--- src/include/soc_config.svh ---
// System controller core configuration
// Bus widths, CSR map, register indices and reset timing
`ifndef SOC_CONFIG_SVH
`define SOC_CONFIG_SVH

// Bus widths
`define SOC_DATA_W           32
`define SOC_CSR_ADDR_W       15
`define SOC_CSR_BANK_W       5
`define SOC_CSR_REG_W        10

// CSR bank of the system controller
`define SOC_SYSCTL_BANK      1

// Three buttons below four PCB revision straps
`define SOC_GPIO_IN_W        7
`define SOC_GPIO_OUT_W       2

`define SOC_SYSTEM_ID        32'h10004D31

// Reset timing in sys_clk cycles, board value is about one million
`define SOC_RST_HOLD_CYCLES  200
`define SOC_FLASH_RST_CYCLES 128

// Register indices inside the bank
`define SOC_REG_SYSTEM_ID     0
`define SOC_REG_GPIO_IN       1
`define SOC_REG_GPIO_OUT      2
`define SOC_REG_GPIO_IRQ_EN   3
`define SOC_REG_GPIO_IRQ_PEND 4
`define SOC_REG_TIMER_CTRL    5
`define SOC_REG_TIMER_COMPARE 6
`define SOC_REG_TIMER_COUNTER 7
`define SOC_REG_HARD_RESET    8

// Timer control bits
`define SOC_TCTRL_EN   0
`define SOC_TCTRL_AUTO 1
`define SOC_TCTRL_PEND 2

`endif

--- src/soc_csr_pkg.sv ---
// CSR bus types
// Data word and the address word with its bank/register view
`include "soc_config.svh"

package soc_csr_pkg;

	// One CSR data word
	typedef logic [`SOC_DATA_W-1:0] csr_word_t;

	// One CSR address
	// Bridge fills the raw word index, slaves decode bank and register
	typedef union packed {
		logic [`SOC_CSR_ADDR_W-1:0] raw;
		struct packed {
			logic [`SOC_CSR_BANK_W-1:0] bank;
			logic [`SOC_CSR_REG_W-1:0]  index;
		} sel;
	} csr_addr_u;

endpackage

--- src/soc_sysctl_pkg.sv ---
// System controller word types
// GPIO input and output vectors, timer word
`include "soc_config.svh"

package soc_sysctl_pkg;

	// Buttons and revision straps
	typedef logic [`SOC_GPIO_IN_W-1:0] gpio_in_t;

	// LEDs
	typedef logic [`SOC_GPIO_OUT_W-1:0] gpio_out_t;

	// Counter and compare value
	typedef logic [`SOC_DATA_W-1:0] timer_word_t;

endpackage

--- src/reset_sequencer.sv ---
// Reset sequencer
// Holds system reset for a counted time, releases flash reset earlier
`timescale 1ns/1ps
`include "soc_config.svh"

module reset_sequencer (
	input  logic       sys_clk,
	input  logic       trigger_reset,
	input  logic [2:0] btn_i,
	input  logic       hard_reset_i,
	output logic       sys_rst_o,
	output logic       flash_rst_n_o
);

	localparam int HOLD_W  = $clog2(`SOC_RST_HOLD_CYCLES + 1);
	localparam int FLASH_W = $clog2(`SOC_FLASH_RST_CYCLES + 1);

	logic               rst_req;
	logic [HOLD_W-1:0]  hold_cnt;
	logic [FLASH_W-1:0] flash_cnt;

	// Request from external reset, three-button chord or software
	always_ff @(posedge sys_clk) begin
		rst_req <= trigger_reset | (&btn_i) | hard_reset_i;
	end

	// ----------------------------------------------------------
	// System reset hold
	// ----------------------------------------------------------
	// Reload while requested, then count down to zero
	always_ff @(posedge sys_clk) begin
		if (rst_req) begin
			hold_cnt <= HOLD_W'(`SOC_RST_HOLD_CYCLES);
		end else if (hold_cnt != '0) begin
			hold_cnt <= hold_cnt - 1'b1;
		end
		// One more stage so release lands one cycle after zero
		sys_rst_o <= (hold_cnt != '0);
	end

	// ----------------------------------------------------------
	// Flash reset release
	// ----------------------------------------------------------
	// Flash needs time out of reset before the first fetch
	always_ff @(posedge sys_clk) begin
		if (rst_req) begin
			flash_cnt <= '0;
		end else if (!flash_rst_n_o) begin
			flash_cnt <= flash_cnt + 1'b1;
		end
	end

	assign flash_rst_n_o = (flash_cnt == FLASH_W'(`SOC_FLASH_RST_CYCLES));

	// Flash must already be out of reset when the system starts
	a_flash_first: assert property (@(posedge sys_clk)
		$fell(sys_rst_o) |-> flash_rst_n_o)
		else $error("system reset released while flash still in reset");

endmodule

--- src/wb_csr_bridge.sv ---
// Wishbone to CSR bridge
// Turns one classic Wishbone cycle into one CSR access with ack
`timescale 1ns/1ps
`include "soc_config.svh"

module wb_csr_bridge (
	input  logic                    sys_clk,
	input  logic                    sys_rst_i,
	input  logic [`SOC_DATA_W-1:0]  wb_adr_i,
	input  soc_csr_pkg::csr_word_t  wb_dat_i,
	input  logic                    wb_we_i,
	input  logic                    wb_cyc_i,
	input  logic                    wb_stb_i,
	input  soc_csr_pkg::csr_word_t  csr_dr_i,
	output soc_csr_pkg::csr_word_t  wb_dat_o,
	output logic                    wb_ack_o,
	output soc_csr_pkg::csr_addr_u  csr_a_o,
	output logic                    csr_we_o,
	output soc_csr_pkg::csr_word_t  csr_dw_o
);

	// Sequencer states
	localparam logic [1:0] S_IDLE = 2'd0;
	localparam logic [1:0] S_WAIT = 2'd1;
	localparam logic [1:0] S_ACK  = 2'd2;

	logic [1:0] state;

	// ----------------------------------------------------------
	// Access sequencer
	// ----------------------------------------------------------
	always_ff @(posedge sys_clk) begin
		if (sys_rst_i) begin
			state    <= S_IDLE;
			wb_ack_o <= 1'b0;
			csr_we_o <= 1'b0;
			csr_a_o  <= '0;
		end else begin
			// Ack is a single-cycle pulse
			wb_ack_o <= 1'b0;
			case (state)
				S_IDLE: begin
					// Strobe still high during ack cycle, skip it
					if (wb_cyc_i && wb_stb_i && !wb_ack_o) begin
						// Byte address to word index
						csr_a_o.raw <= wb_adr_i[`SOC_CSR_ADDR_W+1:2];
						csr_we_o    <= wb_we_i;
						state       <= S_WAIT;
					end
				end
				S_WAIT: begin
					// Address valid for one cycle only
					csr_a_o  <= '0;
					csr_we_o <= 1'b0;
					state    <= S_ACK;
				end
				S_ACK: begin
					// Slave read data registered by now
					wb_ack_o <= 1'b1;
					state    <= S_IDLE;
				end
				default: begin
					state <= S_IDLE;
				end
			endcase
		end
	end

	// Payload capture
	always_ff @(posedge sys_clk) begin
		if (state == S_IDLE) begin
			csr_dw_o <= wb_dat_i;
		end
		if (state == S_ACK) begin
			wb_dat_o <= csr_dr_i;
		end
	end

	a_ack_single: assert property (@(posedge sys_clk) disable iff (sys_rst_i)
		wb_ack_o |=> !wb_ack_o)
		else $error("Wishbone ack held for two cycles");

	// CSR write only after a Wishbone write strobe
	a_we_from_bus: assert property (@(posedge sys_clk) disable iff (sys_rst_i)
		csr_we_o |-> $past(wb_cyc_i && wb_stb_i && wb_we_i))
		else $error("CSR write without a bus write");

endmodule

--- src/gpio_input_sync.sv ---
// GPIO input synchronizer
// Two-stage sync of buttons and straps with per-bit change flags
`timescale 1ns/1ps

module gpio_input_sync (
	input  logic                     sys_clk,
	input  logic                     sys_rst_i,
	input  soc_sysctl_pkg::gpio_in_t gpio_i,
	output soc_sysctl_pkg::gpio_in_t gpio_sync_o,
	output soc_sysctl_pkg::gpio_in_t gpio_change_o
);

	soc_sysctl_pkg::gpio_in_t sync1;
	soc_sysctl_pkg::gpio_in_t sync2;

	// Metastability stages, free running
	always_ff @(posedge sys_clk) begin
		sync1 <= gpio_i;
		sync2 <= sync1;
	end

	// History stage doubles as the visible input value
	always_ff @(posedge sys_clk) begin
		gpio_sync_o <= sync2;
		if (sys_rst_i) begin
			// Track pins quietly so straps raise no flag
			gpio_change_o <= '0;
		end else begin
			gpio_change_o <= sync2 ^ gpio_sync_o;
		end
	end

endmodule

--- src/sysctl_timer.sv ---
// Compare timer
// Free counter with load, compare match and optional auto-restart
`timescale 1ns/1ps

module sysctl_timer (
	input  logic                        sys_clk,
	input  logic                        sys_rst_i,
	input  logic                        en_i,
	input  logic                        auto_i,
	input  soc_sysctl_pkg::timer_word_t compare_i,
	input  logic                        load_i,
	input  soc_sysctl_pkg::timer_word_t load_val_i,
	output soc_sysctl_pkg::timer_word_t count_o,
	output logic                        match_o
);

	// Match only counts while running
	assign match_o = en_i && (count_o == compare_i);

	always_ff @(posedge sys_clk) begin
		if (sys_rst_i) begin
			count_o <= '0;
		end else if (load_i) begin
			// Software load beats counting
			count_o <= load_val_i;
		end else if (en_i) begin
			if (match_o) begin
				// One-shot parks on compare value
				if (auto_i) begin
					count_o <= '0;
				end
			end else begin
				count_o <= count_o + 1'b1;
			end
		end
	end

	// Register block drops enable right after a one-shot match
	a_oneshot_single: assert property (@(posedge sys_clk) disable iff (sys_rst_i)
		(match_o && !auto_i) |=> !match_o)
		else $error("one-shot match lasted two cycles");

endmodule

--- src/sysctl_regs.sv ---
// System controller register block
// GPIO, timer control and hard reset registers on one CSR bank
`timescale 1ns/1ps
`include "soc_config.svh"

module sysctl_regs (
	input  logic                        sys_clk,
	input  logic                        sys_rst_i,
	input  soc_csr_pkg::csr_addr_u      csr_a_i,
	input  logic                        csr_we_i,
	input  soc_csr_pkg::csr_word_t      csr_dw_i,
	input  soc_sysctl_pkg::gpio_in_t    gpio_sync_i,
	input  soc_sysctl_pkg::gpio_in_t    gpio_change_i,
	input  soc_sysctl_pkg::timer_word_t timer_count_i,
	input  logic                        timer_match_i,
	output soc_csr_pkg::csr_word_t      csr_dr_o,
	output soc_sysctl_pkg::gpio_out_t   led_o,
	output logic                        gpio_irq_o,
	output logic                        timer_irq_o,
	output logic                        timer_en_o,
	output logic                        timer_auto_o,
	output soc_sysctl_pkg::timer_word_t timer_compare_o,
	output logic                        timer_load_o,
	output soc_sysctl_pkg::timer_word_t timer_load_val_o,
	output logic                        hard_reset_o
);

	logic                     hit;
	logic                     wr;
	soc_sysctl_pkg::gpio_in_t irq_en;
	soc_sysctl_pkg::gpio_in_t irq_pend;
	soc_sysctl_pkg::gpio_in_t pend_clr;
	logic                     tmr_pend;
	logic                     tmr_clr;
	soc_csr_pkg::csr_word_t   tctrl_word;

	// ----------------------------------------------------------
	// Bank decode
	// ----------------------------------------------------------
	assign hit = (csr_a_i.sel.bank == `SOC_CSR_BANK_W'(`SOC_SYSCTL_BANK));
	assign wr  = hit && csr_we_i;

	// Write-one-clear masks
	assign pend_clr = (wr && csr_a_i.sel.index == `SOC_REG_GPIO_IRQ_PEND)
		? csr_dw_i[`SOC_GPIO_IN_W-1:0] : '0;
	assign tmr_clr  = wr && (csr_a_i.sel.index == `SOC_REG_TIMER_CTRL)
		&& csr_dw_i[`SOC_TCTRL_PEND];

	// Counter load straight from the bus
	assign timer_load_o     = wr && (csr_a_i.sel.index == `SOC_REG_TIMER_COUNTER);
	assign timer_load_val_o = csr_dw_i;

	// ----------------------------------------------------------
	// Registers
	// ----------------------------------------------------------
	always_ff @(posedge sys_clk) begin
		if (sys_rst_i) begin
			led_o           <= '0;
			irq_en          <= '0;
			irq_pend        <= '0;
			timer_en_o      <= 1'b0;
			timer_auto_o    <= 1'b0;
			tmr_pend        <= 1'b0;
			timer_compare_o <= '0;
			hard_reset_o    <= 1'b0;
		end else begin
			// Set wins over a same-cycle clear
			irq_pend <= (irq_pend & ~pend_clr) | (gpio_change_i & irq_en);
			tmr_pend <= (tmr_pend & ~tmr_clr) | timer_match_i;
			// Any write value triggers the pulse
			hard_reset_o <= wr && (csr_a_i.sel.index == `SOC_REG_HARD_RESET);
			if (wr) begin
				case (csr_a_i.sel.index)
					`SOC_REG_GPIO_OUT:      led_o <= csr_dw_i[`SOC_GPIO_OUT_W-1:0];
					`SOC_REG_GPIO_IRQ_EN:   irq_en <= csr_dw_i[`SOC_GPIO_IN_W-1:0];
					`SOC_REG_TIMER_CTRL: begin
						timer_en_o   <= csr_dw_i[`SOC_TCTRL_EN];
						timer_auto_o <= csr_dw_i[`SOC_TCTRL_AUTO];
					end
					`SOC_REG_TIMER_COMPARE: timer_compare_o <= csr_dw_i;
					default: ;
				endcase
			end
			// One-shot stops itself on match
			if (timer_match_i && !timer_auto_o) begin
				timer_en_o <= 1'b0;
			end
		end
	end

	// Control word as software sees it
	always_comb begin
		tctrl_word                  = '0;
		tctrl_word[`SOC_TCTRL_EN]   = timer_en_o;
		tctrl_word[`SOC_TCTRL_AUTO] = timer_auto_o;
		tctrl_word[`SOC_TCTRL_PEND] = tmr_pend;
	end

	// ----------------------------------------------------------
	// Read data, zero when not addressed
	// ----------------------------------------------------------
	always_ff @(posedge sys_clk) begin
		csr_dr_o <= '0;
		if (hit && !csr_we_i) begin
			case (csr_a_i.sel.index)
				`SOC_REG_SYSTEM_ID:     csr_dr_o <= `SOC_SYSTEM_ID;
				`SOC_REG_GPIO_IN:       csr_dr_o <= soc_csr_pkg::csr_word_t'(gpio_sync_i);
				`SOC_REG_GPIO_OUT:      csr_dr_o <= soc_csr_pkg::csr_word_t'(led_o);
				`SOC_REG_GPIO_IRQ_EN:   csr_dr_o <= soc_csr_pkg::csr_word_t'(irq_en);
				`SOC_REG_GPIO_IRQ_PEND: csr_dr_o <= soc_csr_pkg::csr_word_t'(irq_pend);
				`SOC_REG_TIMER_CTRL:    csr_dr_o <= tctrl_word;
				`SOC_REG_TIMER_COMPARE: csr_dr_o <= timer_compare_o;
				`SOC_REG_TIMER_COUNTER: csr_dr_o <= timer_count_i;
				default: ;
			endcase
		end
	end

	// Interrupt lines
	assign gpio_irq_o  = |(irq_pend & irq_en);
	assign timer_irq_o = tmr_pend;

	// Bridge spacing keeps two writes apart
	a_hard_reset_pulse: assert property (@(posedge sys_clk) disable iff (sys_rst_i)
		hard_reset_o |=> !hard_reset_o)
		else $error("hard reset pulse longer than one cycle");

endmodule

--- src/soc_top.sv ---
// Board control core top level
// Reset sequencer, Wishbone-to-CSR bridge and system controller
`timescale 1ns/1ps
`include "soc_config.svh"

module soc_top (
	input  logic                      sys_clk,
	input  logic                      trigger_reset,
	input  logic [`SOC_DATA_W-1:0]    wb_adr_i,
	input  soc_csr_pkg::csr_word_t    wb_dat_i,
	input  logic                      wb_we_i,
	input  logic                      wb_cyc_i,
	input  logic                      wb_stb_i,
	input  logic [2:0]                btn_i,
	input  logic [3:0]                pcb_revision_i,
	output soc_csr_pkg::csr_word_t    wb_dat_o,
	output logic                      wb_ack_o,
	output soc_sysctl_pkg::gpio_out_t led_o,
	output logic                      gpio_irq_o,
	output logic                      timer_irq_o,
	output logic                      flash_rst_n_o,
	output logic                      periph_rst_n_o
);

	logic                        sys_rst;
	logic                        hard_reset;
	soc_csr_pkg::csr_addr_u      csr_a;
	logic                        csr_we;
	soc_csr_pkg::csr_word_t      csr_dw;
	soc_csr_pkg::csr_word_t      csr_dr;
	soc_sysctl_pkg::gpio_in_t    gpio_sync;
	soc_sysctl_pkg::gpio_in_t    gpio_change;
	logic                        timer_en;
	logic                        timer_auto;
	logic                        timer_load;
	logic                        timer_match;
	soc_sysctl_pkg::timer_word_t timer_compare;
	soc_sysctl_pkg::timer_word_t timer_load_val;
	soc_sysctl_pkg::timer_word_t timer_count;

	// ----------------------------------------------------------
	// Clocking and reset
	// ----------------------------------------------------------
	reset_sequencer u_rst (
		.sys_clk       (sys_clk),
		.trigger_reset (trigger_reset),
		.btn_i         (btn_i),
		.hard_reset_i  (hard_reset),
		.sys_rst_o     (sys_rst),
		.flash_rst_n_o (flash_rst_n_o)
	);

	assign periph_rst_n_o = ~sys_rst;

	// Bus side
	wb_csr_bridge u_brg (
		.sys_clk   (sys_clk),
		.sys_rst_i (sys_rst),
		.wb_adr_i  (wb_adr_i),
		.wb_dat_i  (wb_dat_i),
		.wb_we_i   (wb_we_i),
		.wb_cyc_i  (wb_cyc_i),
		.wb_stb_i  (wb_stb_i),
		.csr_dr_i  (csr_dr),
		.wb_dat_o  (wb_dat_o),
		.wb_ack_o  (wb_ack_o),
		.csr_a_o   (csr_a),
		.csr_we_o  (csr_we),
		.csr_dw_o  (csr_dw)
	);

	// ----------------------------------------------------------
	// System controller
	// ----------------------------------------------------------
	// Revision straps sit above the buttons
	gpio_input_sync u_gpio (
		.sys_clk       (sys_clk),
		.sys_rst_i     (sys_rst),
		.gpio_i        ({pcb_revision_i, btn_i}),
		.gpio_sync_o   (gpio_sync),
		.gpio_change_o (gpio_change)
	);

	sysctl_timer u_timer (
		.sys_clk    (sys_clk),
		.sys_rst_i  (sys_rst),
		.en_i       (timer_en),
		.auto_i     (timer_auto),
		.compare_i  (timer_compare),
		.load_i     (timer_load),
		.load_val_i (timer_load_val),
		.count_o    (timer_count),
		.match_o    (timer_match)
	);

	sysctl_regs u_regs (
		.sys_clk          (sys_clk),
		.sys_rst_i        (sys_rst),
		.csr_a_i          (csr_a),
		.csr_we_i         (csr_we),
		.csr_dw_i         (csr_dw),
		.gpio_sync_i      (gpio_sync),
		.gpio_change_i    (gpio_change),
		.timer_count_i    (timer_count),
		.timer_match_i    (timer_match),
		.csr_dr_o         (csr_dr),
		.led_o            (led_o),
		.gpio_irq_o       (gpio_irq_o),
		.timer_irq_o      (timer_irq_o),
		.timer_en_o       (timer_en),
		.timer_auto_o     (timer_auto),
		.timer_compare_o  (timer_compare),
		.timer_load_o     (timer_load),
		.timer_load_val_o (timer_load_val),
		.hard_reset_o     (hard_reset)
	);

endmodule

--- config.mk ---
export PLATFORM = sky130hd
export DESIGN_NAME = soc_top
export DESIGN_NICKNAME = d
export VERILOG_FILES = /design/src/soc_csr_pkg.sv /design/src/soc_sysctl_pkg.sv /design/src/reset_sequencer.sv /design/src/wb_csr_bridge.sv /design/src/gpio_input_sync.sv /design/src/sysctl_timer.sv /design/src/sysctl_regs.sv /design/src/soc_top.sv
export VERILOG_INCLUDE_DIRS = /design/src /design/src/include
export SDC_FILE = /design/constraint.sdc
export NUM_CORES = 1
export LEC_CHECK = 0
export ABC_AREA = 1
export ABC_CLOCK_PERIOD_IN_PS = 3400
export BUFFER_PORTS_ARGS = -buffer_cell sky130_fd_sc_hd__buf_2
export CAP_MARGIN = 20
export CORE_MARGIN = 1
export CORE_UTILIZATION = 55
export DETAILED_ROUTE_END_ITERATION = 8
export PLACE_DENSITY = 0.75
export RECOVER_POWER = 25
export SETUP_SLACK_MARGIN = 0.2
export SLEW_MARGIN = 15
export SYNTH_ARGS = -nofsm -noshare
export SYNTH_HDL_FRONTEND = slang
export SYNTH_SLANG_ARGS = --single-unit
--- constraint.sdc ---
create_clock -name sys_clk -period 3.4 [get_ports sys_clk]
set_input_delay 0 -clock sys_clk [delete_from_list [all_inputs] [get_ports sys_clk]]
set_output_delay 0 -clock sys_clk [all_outputs]
set_load 0.05 [all_outputs]
==> results of run 1 <==
cells by family after synthesis:
logic type / share of synthesized area, %
DFF: 51.3
buffers and inverters: 7.92
xor gates and xnor gates: 2.43
and+or+nand+nor: 29.3
AOI/OAI and AO/OA: 8.45
adders and majority gates: 0.579
stage by stage:
step	setup WS (ns)	total power [W]	area, µm²
2_1_floorplan	0.633	0.00318	10800
3_3_place_gp	1.07	0.00323	11500
3_5_place_dp	1.04	0.00323	11500
4_1_cts	1.02	0.00595	12900
5_1_grt	0.756	0.00610	12900
6_report	0.998	0.00590	12900
flip-flops by register name, summed over array words and instances (netlist names), 2 cells and up:
| signal | flops |
|---|---|
| u_regs.irq_pend | 7 |
| u_brg.csr_dw_o | 32 |
| u_regs.csr_dr_o | 32 |
| u_rst.hold_cnt | 8 |
| u_gpio.gpio_change_o | 7 |
| u_gpio.sync2 | 7 |
| u_gpio.gpio_sync_o | 7 |
| u_brg.csr_a_o | 15 |
| u_gpio.sync1 | 7 |
| u_timer.count_o | 32 |
| u_brg.state | 2 |
| u_regs.timer_compare_o | 32 |
| u_regs.led_o | 2 |
| u_rst.flash_cnt | 8 |
| u_brg.wb_dat_o | 32 |
| u_regs.irq_en | 7 |
where the power goes:
part | internal (W) | total, W | switching, W | leakage (nW)
registers | 0.00303 | 0.00307 | 0.0000366 | 2.08
clock network | 0.00157 | 0.00268 | 0.00110 | 0.396
logic | 0.0000953 | 0.000157 | 0.0000612 | 3.23
worst register-to-register path: stages (launching register included):
cell     delay, ns
dfxtp_1       0.32
inv_1         0.05
nor2_1        0.08
nand3_1       0.13
nor2_2        0.30
inv_2         0.10
nor2_4        0.15
buf_4         0.25
nor2_1        0.06
nand3_1       0.13
nand2_4       0.39
nor2_1        0.27
nor2_1        0.07
layout make-up:
cell class / count / area, µm² / area share (%)
tap: 260 / 325 / 2.53
multi-input combinational: 965 / 4420 / 34.3
sequential: 245 / 5550 / 43.1
clock buffer: 33 / 686 / 5.33
inverter: 169 / 634 / 4.93
clock inverter: 13 / 126 / 0.981
timing repair buffer: 166 / 1140 / 8.84
layer usage:
layer	global-route usage (%)	vias up
li1	-	4838
met1	37.4	4316
met2	43.3	395
met3	3.67	56
met4	9.51	0
met5	0	-
worst max-delay path by stage:
stage                        startpoint                   to  slack (ns)  depth (start not counted)
detailed placement    u_brg.csr_a_o[10]  u_timer.count_o[19]        1.04                         12
CTS                   u_brg.csr_a_o[10]  u_timer.count_o[19]        1.02                         12
floorplan            u_rst.flash_cnt[0]   u_rst.flash_cnt[1]        0.63                          6
global placement    u_timer.count_o[18]  u_timer.count_o[17]        1.07                         14
global route        u_timer.count_o[27]  u_timer.count_o[12]        0.76                         14
finish                u_brg.csr_a_o[10]  u_timer.count_o[19]         1.0                         12
cells in the mapped netlist:
cell | n | area share (%)
inv_1 | 159 | 5.5
o31ai_1 | 2 | 0.14
buf_1 | 2 | 0.070
o22ai_1 | 28 | 1.6
o21ai_0 | 69 | 3.2
clkinv_1 | 1 | 0.035
a211oi_1 | 12 | 0.83
nand3b_1 | 3 | 0.21
buf_6 | 3 | 0.31
inv_2 | 9 | 0.31
buf_2 | 15 | 0.69
a221oi_1 | 1 | 0.081
nand4_1 | 16 | 0.93
nor2_2 | 8 | 0.46
o211a_1 | 1 | 0.093
nor2_1 | 247 | 8.6
nand2_2 | 1 | 0.058
o211ai_1 | 1 | 0.070
nand3_1 | 57 | 2.6
clkbuf_1 | 20 | 0.69
nand4_4 | 1 | 0.20
nand2_4 | 1 | 0.10
xnor2_1 | 12 | 0.97
ha_1 | 5 | 0.58
buf_4 | 4 | 0.28
a21oi_1 | 45 | 2.1
and2_1 | 3 | 0.17
a32o_1 | 1 | 0.093
o21a_1 | 1 | 0.070
nor4_1 | 1 | 0.058
nand3_2 | 2 | 0.19
o221ai_1 | 1 | 0.081
nor3_2 | 2 | 0.19
xor2_1 | 18 | 1.5
nor3_1 | 41 | 1.9
nand3_4 | 1 | 0.16
dfxtp_1 | 181 | 34
edfxtp_1 | 64 | 18
a311o_1 | 1 | 0.093
nand2_1 | 381 | 13
nor2_4 | 2 | 0.21
what timing repair did:
action / 4_1_cts / 5_1_grt
hold endpoints to repair: 56 / 0
hold buffers: 56 / 0
setup endpoints to repair: 0 / 0
==> run summary, run 1 <==
Outcome - complete, no violations
Die height - 142 µm
Crit path largest cell delay - 0.39 ns
Worst vdd ir - 0.000359 V
Post-synth cell types - 41
Vias per cell - 5.19
Crit Path Class - reg -> reg
Number of global-route vias before repair - 8746
Yosys reg bits - 245
DRC viols - 0
Hold Path Cell Cnt - 2
Overflow after GRT - 0
Largest buffer count on any clock path - 3
Unrepaired setup endpoints after global routing - false
Worst Reg-to-Reg Cells - 12
Final hold viol count - 0
Max cap viols - 0
Clock buffer count from CTS - 25
Most frequent CP cell - nor2_1
Drt total wl - 26900 µm
Post-CTS Resized - 0
Routed WL per cell - 14.5 µm
Most common cell after layout, fill and taps aside - nand2_1
Hold crit path type - in -> reg
Final setup viols - 0
Core area - 0.0190 mm²
Post-Syn Area per Cell - 7.59 µm²
Tot GR Track Use - 27.0%
H-tree lvl count - 1
CTS tree - yes
Row count - 50
Post-Syn Area - 0.0108 mm²
Fill cells - 1583
Max stage delay cell, worst path - nand2_4
Least-Margin Pin Slew - 1.06 ns
Nets - 1653
Tcrit/Tclk final - 70.6%
RR Endpoint - u_timer.count_o[19]
Worst skew pair latency - 0.52 ns
Share of cells above drive strength 1 - 11.1%
Antenna viol nets, final - 0
First-pass GRT wire length - 43000 µm
I/O pins - 115
Net Count, Synth - 1504
FMAX - 0.416 GHz
Initial core utilization - 57.0%
Area Growth Syn to Fin - 19.2%
IO Port Bufs - 97
Synth warnings - 0
Die area - 0.0202 mm²
Worst Path Required - 3.81 ns
Crit path time final - 2.40 ns
Initial antenna violation count - 0
Slew Limit Fails - 0
Slew margin rel. - 29.4%
Clock Pin Slew Worst Setup and Hold Paths - 0.06 ns
Clock Skews - 0.00973 ns
Vias - 9605
Die Width - 142 µm
Metal-1 WL - 12100 µm
Sequential area share after synthesis - 51.3%
Global placer's final weighted congestion - 0.988
Leak - 5.70 nW
Max Used Layer - met4
R2R setup slack - 1.0 ns
Buf/Inv on CP - 3
Wire length on met2 - 12000 µm
Post-layout util - 67.9%
Data arrival, critical path - 2.81 ns
CP Max Fanout - 64
Crit-path leading delay family - simple AND/OR/NAND/NOR gates
DR WL met3 - 2040 µm
Commonest cells after routing, fill and taps aside - nand2_1, nor2_1, dfxtp_1, inv_1, buf_2
Final HPWL DP - 17800 µm
Setup TNS - 0 ns
Hold Crit Endpoint - u_gpio.sync1[5]
Root buf cell - clkbuf_16
DR pass1 iterations - 5
Worst Setup Start Kind - flip-flop
Placed Cells incl. Taps - 1749
Final instance count without filler cells - 1851
Largest net degree at the start of global routing - 66
Setup bufs post-CTS - 0
Initial DRC count - 934
Setup crit end kind - flip-flop
CTS Sinks - 245
Min-delay src - pcb_revision_i[2]
Worst hold slack - 0.113 ns
Reg2reg start - u_brg.csr_a_o[10]
Diodes inserted - 0
CP Cell Sequence - inv_1 -> nor2_1 -> nand3_1 -> nor2_2 -> inv_2 -> nor2_4 -> buf_4 -> nor2_1 -> nand3_1 -> nand2_4 -> nor2_1 -> nor2_1
Gate Count Post-Synth - 1423
P per Cell Area - 458 mW/mm²
No activity file was read; power rests on OpenSTA's default activity.
==> inputs of run 2 (changes only) <==
--- a/config.mk
+++ b/config.mk
@@ -7,13 +7,13 @@
 export NUM_CORES = 1
 export LEC_CHECK = 0
 export ABC_AREA = 1
-export ABC_CLOCK_PERIOD_IN_PS = 3400
+export ABC_CLOCK_PERIOD_IN_PS = 2100
 export BUFFER_PORTS_ARGS = -buffer_cell sky130_fd_sc_hd__buf_2
 export CAP_MARGIN = 20
 export CORE_MARGIN = 1
-export CORE_UTILIZATION = 55
+export CORE_UTILIZATION = 53
 export DETAILED_ROUTE_END_ITERATION = 8
-export PLACE_DENSITY = 0.75
+export PLACE_DENSITY = 0.76
 export RECOVER_POWER = 25
 export SETUP_SLACK_MARGIN = 0.2
 export SLEW_MARGIN = 15
==> constraint.sdc (replaced) <==
create_clock -name sys_clk -period 2.1 [get_ports sys_clk]
set_input_delay 0 -clock sys_clk [delete_from_list [all_inputs] [get_ports sys_clk]]
set_output_delay 0 -clock sys_clk [all_outputs]
set_load 0.05 [all_outputs]
==> run summary, run 2 (synthesized netlist as in run 1, its figures left out) <==
Tot GR Track Use - 27.2% (+0.24 points)
Die height - 145 µm (+1.8%)
Pint - 0.00730 W (+55%)
Initial DRC count - 1104 (+18%)
Area Growth Syn to Fin - 26.9%
Core area - 0.0197 mm² (+4.0%)
Max cap viols - 0 (unchanged)
Max stage delay cell, worst path - dfxtp_2
Drt total wl - 28800 µm (+7.1%)
Nets - 1706 (+3.2%)
CP Max Fanout - 8 (-88%)
Share of cells above drive strength 1 - 21.4% (+10 points)
Final setup viols - 0 (unchanged)
Dpl cell area - 0.0118 mm² (+2.2%)
Unrepaired setup endpoints after global routing - true
Global placer's final weighted congestion - 0.934 (-5.5%)
Largest net degree at the start of global routing - 67 (+1.5%)
Number of global-route vias before repair - 9030 (+3.2%)
Die Width - 145 µm (+1.8%)
CTS tree - yes
Initial antenna violation count - 0 (unchanged)
Sw frac - 21.5% (+1.1 points)
Sequential power share - 53.1% (+1.1 points)
Crit Path Class - reg -> reg
Net Switching - 0.00199 W (+66%)
Min-delay src - pcb_revision_i[1]
Clock Pin Slew Worst Setup and Hold Paths - 0.07 ns (about the same)
Reg2reg start - u_timer.count_o[28]
Post-layout util - 69.5% (+1.6 points)
Worst skew pair latency - 0.52 ns (about the same)
Most frequent CP cell - nand2_1
Largest buffer count on any clock path - 3 (unchanged)
Data arrival, critical path - 2.34 ns (-0.47 ns)
Hold crit path type - in -> reg
Setup crit end kind - flip-flop
Buf/Inv on CP - 2 (-1)
CP Cell Sequence - inv_2 -> nand2_1 -> nand2_2 -> nor2_1 -> nand2_1 -> nor2_2 -> nand2_2 -> nor2_1 -> nand3_1 -> nand2_4 -> clkbuf_16 -> nand2_1 -> nand2_1 -> nor2_1
Vias - 10000 (+4.2%)
Most common cell after layout, fill and taps aside - nand2_1
Fin area - 0.0137 mm² (+6.5%)
First-pass GRT wire length - 44700 µm (+3.8%)
Slew Limit Fails - 0 (unchanged)
Routed WL per cell - 15.1 µm (+3.9%)
Root buf cell - clkbuf_16
Initial core utilization - 54.8% (-2.2 points)
Overflow after GRT - 0 (unchanged)
Final HPWL DP - 18400 µm (+3.4%)
Row count - 51 (+2.0%)
DRC viols - 0 (unchanged)
Least-Margin Pin Slew - 0.556 ns (-0.501 ns)
I/O pins - 115 (unchanged)
IO Port Bufs - 97 (unchanged)
Worst vdd ir - 0.000572 V (+59%)
Setup TNS - 0 ns (unchanged)
Tcrit/Tclk final - 91.8% (+21 points)
Slew margin rel. - 62.8% (+33 points)
P per Cell Area - 678 mW/mm² (+48%)
Worst Path Required - 2.52 ns (-1.29 ns)
Commonest cells after routing, fill and taps aside - nand2_1, nor2_1, inv_1, dfxtp_1, buf_2
Die area - 0.0210 mm² (+3.7%)
CTS Sinks - 245 (unchanged)
Leak - 6.07 nW (+6.4%)
Antenna viol nets, final - 0 (unchanged)
DR pass1 iterations - 6 (+1)
Final hold viol count - 0 (unchanged)
Power share of the combinational group - 2.7% (about the same)
Fill cells - 1561 (-1.4%)
Vias per cell - 5.25 (+1.1%)
Clock power share - 44.2% (-1.2 points)
H-tree lvl count - 1 (unchanged)
Clock buffer count from CTS - 25 (unchanged)
FMAX - 0.519 GHz (+25%)
Worst Setup Start Kind - flip-flop
Diodes inserted - 0 (unchanged)
Crit path time final - 1.93 ns (-0.473 ns)
Crit-path leading delay family - simple AND/OR/NAND/NOR gates
Clock Skews - 0.0117 ns (+0.00193 ns)
Outcome - complete, no violations
Crit path largest cell delay - 0.35 ns (-0.04 ns)
Crit. Startpoint - u_timer.count_o[28]
run 2: worst reg2reg max path, stage by stage (launching register included):
cell	delay, ns
dfxtp_2	0.35
inv_2	0.05
nand2_1	0.08
nand2_2	0.07
nor2_1	0.10
nand2_1	0.08
nor2_2	0.15
nand2_2	0.09
nor2_1	0.10
nand3_1	0.12
nand2_4	0.25
clkbuf_16	0.22
nand2_1	0.07
nand2_1	0.07
nor2_1	0.04
run 2: through the flow:
| stage | power, W | cells | setup WS (ns) | hold slack, ns |
|---|---|---|---|---|
| 2_1_floorplan | 0.00515 | 1423 | 0.405 | 0.0277 |
| 3_5_place_dp | 0.00524 | 1777 | 0.177 | 0.104 |
| 6_report | 0.00929 | 1908 | 0.172 | 0.121 |
| 4_1_cts | 0.00938 | 1879 | 0.188 | 0.101 |
| 5_1_grt | 0.00957 | 1908 | 0.120 | 0.127 |
| 3_3_place_gp | 0.00523 | 1777 | 0.215 | 0.102 |
run 2: area by class of cell:
| class | count | area, µm² | share of cell area, % |
|---|---|---|---|
| sequential | 245 | 5680 | 41.4 |
| timing repair buffer | 219 | 1700 | 12.4 |
| inverter | 169 | 637 | 4.65 |
| tap | 265 | 332 | 2.42 |
| clock inverter | 14 | 86.3 | 0.630 |
| clock buffer | 31 | 668 | 4.87 |
| multi-input combinational | 965 | 4610 | 33.6 |
run 2: power groups by stage:
| stage | sequential, W | clock, W | combinational (W) |
|---|---|---|---|
| 3_5_place_dp | 0.00507 | 0 | 0.000168 |
| 5_1_grt | 0.00494 | 0.00435 | 0.000282 |
| 4_1_cts | 0.00497 | 0.00416 | 0.000250 |
| 2_1_floorplan | 0.00505 | 0 | 0.000101 |
| 3_3_place_gp | 0.00507 | 0 | 0.000163 |
| 6_report | 0.00493 | 0.00410 | 0.000254 |
run 2: metal layers:
layer | routed length [µm] | global-route usage [%] | vias up
met5 | 0 | 0 | -
met4 | 714 | 8.31 | 0
met3 | 2340 | 4.38 | 58
met2 | 13300 | 44.6 | 437
met1 | 12400 | 36.9 | 4563
li1 | - | - | 4954
run 2: timing repair:
action	CTS	global route
gates resized for setup	18	138
endpoints found under the setup margin	32	61
cloned	1	5
hold buffers	56	0
pin swaps	1	32
setup buffers	0	24
endpoints found under the hold margin	56	0
run 2: final timing paths:
kind         cells past startpoint             endpoint  slack [ns]
max                             14  u_timer.count_o[12]        0.17
min                              2      u_gpio.sync1[4]        0.12
max reg2reg                     14  u_timer.count_o[12]        0.17
min reg2reg                      0      u_gpio.sync2[5]        0.33
==> inputs of run 3 (changes only) <==
--- a/config.mk
+++ b/config.mk
@@ -11,9 +11,9 @@
 export BUFFER_PORTS_ARGS = -buffer_cell sky130_fd_sc_hd__buf_2
 export CAP_MARGIN = 20
 export CORE_MARGIN = 1
-export CORE_UTILIZATION = 53
+export CORE_UTILIZATION = 50
 export DETAILED_ROUTE_END_ITERATION = 8
-export PLACE_DENSITY = 0.76
+export PLACE_DENSITY = 0.72
 export RECOVER_POWER = 25
 export SETUP_SLACK_MARGIN = 0.2
 export SLEW_MARGIN = 15
==> run summary, run 3 (synthesized netlist as in run 1, its figures left out) <==
Outcome - complete, no violations
CP Max Fanout - 6 (-2)
Hold crit path type - in -> reg
Crit path largest cell delay - 0.36 ns (about the same)
Setup crit end kind - flip-flop
Unrepaired setup endpoints after global routing - true
Vias - 10000 (+0.080%)
Die Width - 149 µm (+2.9%)
Max cap viols - 0 (unchanged)
Commonest cells after routing, fill and taps aside - nand2_1, nor2_1, inv_1, dfxtp_1, buf_2
Clock Pin Slew Worst Setup and Hold Paths - 0.07 ns (about the same)
Row count - 53 (+3.9%)
Global placer's final weighted congestion - 0.932 (-0.25%)
Largest net degree at the start of global routing - 66 (-1.5%)
Overflow after GRT - 0 (unchanged)
RR Endpoint - u_timer.count_o[11]
Core area - 0.0211 mm² (+6.9%)
R2R setup slack - 0.15 ns (-0.02 ns)
Nets - 1715 (+0.53%)
Final worst slack - 0.149 ns (-0.0227 ns)
Slew margin rel. - 60.6% (-2.2 points)
Clock buffer count from CTS - 25 (unchanged)
Die height - 149 µm (+2.9%)
Max stage delay cell, worst path - dfxtp_4
Crit Path Class - reg -> reg
Initial DRC count - 887 (-20%)
Min-delay src - pcb_revision_i[2]
Final HPWL DP - 18900 µm (+2.8%)
I/O pins - 115 (unchanged)
Placed Cells incl. Taps - 1790 (+0.73%)
Vias per cell - 5.20 (-0.96%)
DR pass1 iterations - 5 (-1)
Worst Setup Start Kind - flip-flop
Worst vdd ir - 0.000723 V (+26%)
Data arrival, critical path - 2.37 ns (+0.03 ns)
IO Port Bufs - 97 (unchanged)
Diodes inserted - 0 (unchanged)
Initial core utilization - 51.2% (-3.6 points)
Crit path time final - 1.95 ns (+0.0227 ns)
Final instance count without filler cells - 1928 (+1.0%)
Antenna viol nets, final - 0 (unchanged)
Hold Crit Endpoint - u_gpio.sync1[5]
Pre-CTS WS - 0.144 ns (-0.0331 ns)
Initial antenna violation count - 0 (unchanged)
Hold Path Cell Cnt - 2 (unchanged)
Root buf cell - clkbuf_16
Leak - 6.17 nW (+1.6%)
Die area - 0.0222 mm² (+5.9%)
P per Cell Area - 702 mW/mm² (+3.7%)
Final setup viols - 0 (unchanged)
Worst Reg-to-Reg Cells - 15 (+1)
FMAX - 0.513 GHz (-1.2%)
Worst Path Required - 2.52 ns (about the same)
Drt total wl - 29200 µm (+1.4%)
Largest buffer count on any clock path - 3 (unchanged)
Number of global-route vias before repair - 8922 (-1.2%)
Routed WL per cell - 15.1 µm (+0.39%)
CTS Sinks - 245 (unchanged)
Reg2reg start - u_timer.count_o[19]
CTS tree - yes
Setup TNS - 0 ns (unchanged)
Worst skew pair latency - 0.53 ns (about the same)
Tcrit/Tclk final - 92.9% (+1.1 points)
Tot GR Track Use - 24.9% (-2.3 points)
H-tree lvl count - 1 (unchanged)
Share of cells above drive strength 1 - 22.1% (+0.78 points)
DRC viols - 0 (unchanged)
Least-Margin Pin Slew - 0.588 ns (+0.0329 ns)
Slew Limit Fails - 0 (unchanged)
CP Cell Sequence - inv_2 -> nand2_2 -> nand2_1 -> nor2_2 -> nand2_2 -> nor2_1 -> nand2_1 -> nor2_1 -> nand3_2 -> buf_6 -> nand2_8 -> buf_12 -> nand2_1 -> nand2_1 -> nor2_1
Clock Skews - 0.0128 ns (+0.00117 ns)
Final hold viol count - 0 (unchanged)
First-pass GRT wire length - 44000 µm (-1.6%)
Most frequent CP cell - nand2_1
Area Growth Syn to Fin - 29.1%
Most common cell after layout, fill and taps aside - nand2_1
-- run 3: layer usage --
layer  vias to the layer above  part of all wire (%)  track usage, %
li1                       4967                     -               -
met5                         -                     0               0
met4                         0                   1.6            6.43
met1                      4583                    45            35.0
met3                        48                   8.2            3.91
met2                       422                    45            40.0
-- run 3: area by class of cell --
cell class,count,area (µm²)
tap,275,344
clock inverter,18,214
sequential,245,5680
fill,1819,7140
multi-input combinational,966,4640
clock buffer,28,637
timing repair buffer,227,1780
inverter,169,657
-- run 3: worst max path at each step --
stage | from | slack, ns | end
2_1_floorplan | u_brg.state[0] | 0.41 | u_brg.csr_a_o[14]
3_3_place_gp | u_timer.count_o[0] | 0.22 | u_timer.count_o[30]
3_5_place_dp | u_timer.count_o[18] | 0.14 | u_timer.count_o[24]
4_1_cts | u_timer.count_o[18] | 0.19 | u_timer.count_o[24]
5_1_grt | u_regs.timer_compare_o[29] | 0.07 | u_timer.count_o[11]
6_report | u_timer.count_o[19] | 0.15 | u_timer.count_o[11]
-- run 3: power by group --
group	switching (W)	leakage [nW]	internal, W
logic	0.0000996	3.64	0.000155
registers	0.0000597	2.12	0.00487
clock network	0.00191	0.409	0.00270
-- run 3: through the flow --
| stage | instance area (µm²) | power, W | utilization [%] | hold WS, ns |
|---|---|---|---|---|
| after floorplan | 10800 | 0.00515 | - | 0.0277 |
| after global placement | 11800 | 0.00523 | 56.0 | 0.102 |
| after detailed placement | 11800 | 0.00524 | 56.0 | 0.104 |
| after CTS | 13200 | 0.00987 | 62.7 | 0.0908 |
| after global routing | 13900 | 0.0101 | 66.1 | 0.121 |
| final | 13900 | 0.00980 | 66.1 | 0.113 |
-- run 3: critical path: cells and delay by family, from the launching register on --
kind | cells | cell delay, ns
flip-flops | 1 | 0.36
AND/OR/NAND/NOR | 12 | 1.12
buffers and inverters | 3 | 0.36
-- run 3: timing repair --
item,CTS,global route
hold buffers,56,0
buffers inserted,0,27
gates resized for setup,8,166
pin swaps,0,28
setup endpoints to repair,23,69
gates cloned,0,9
hold endpoints to repair,56,0
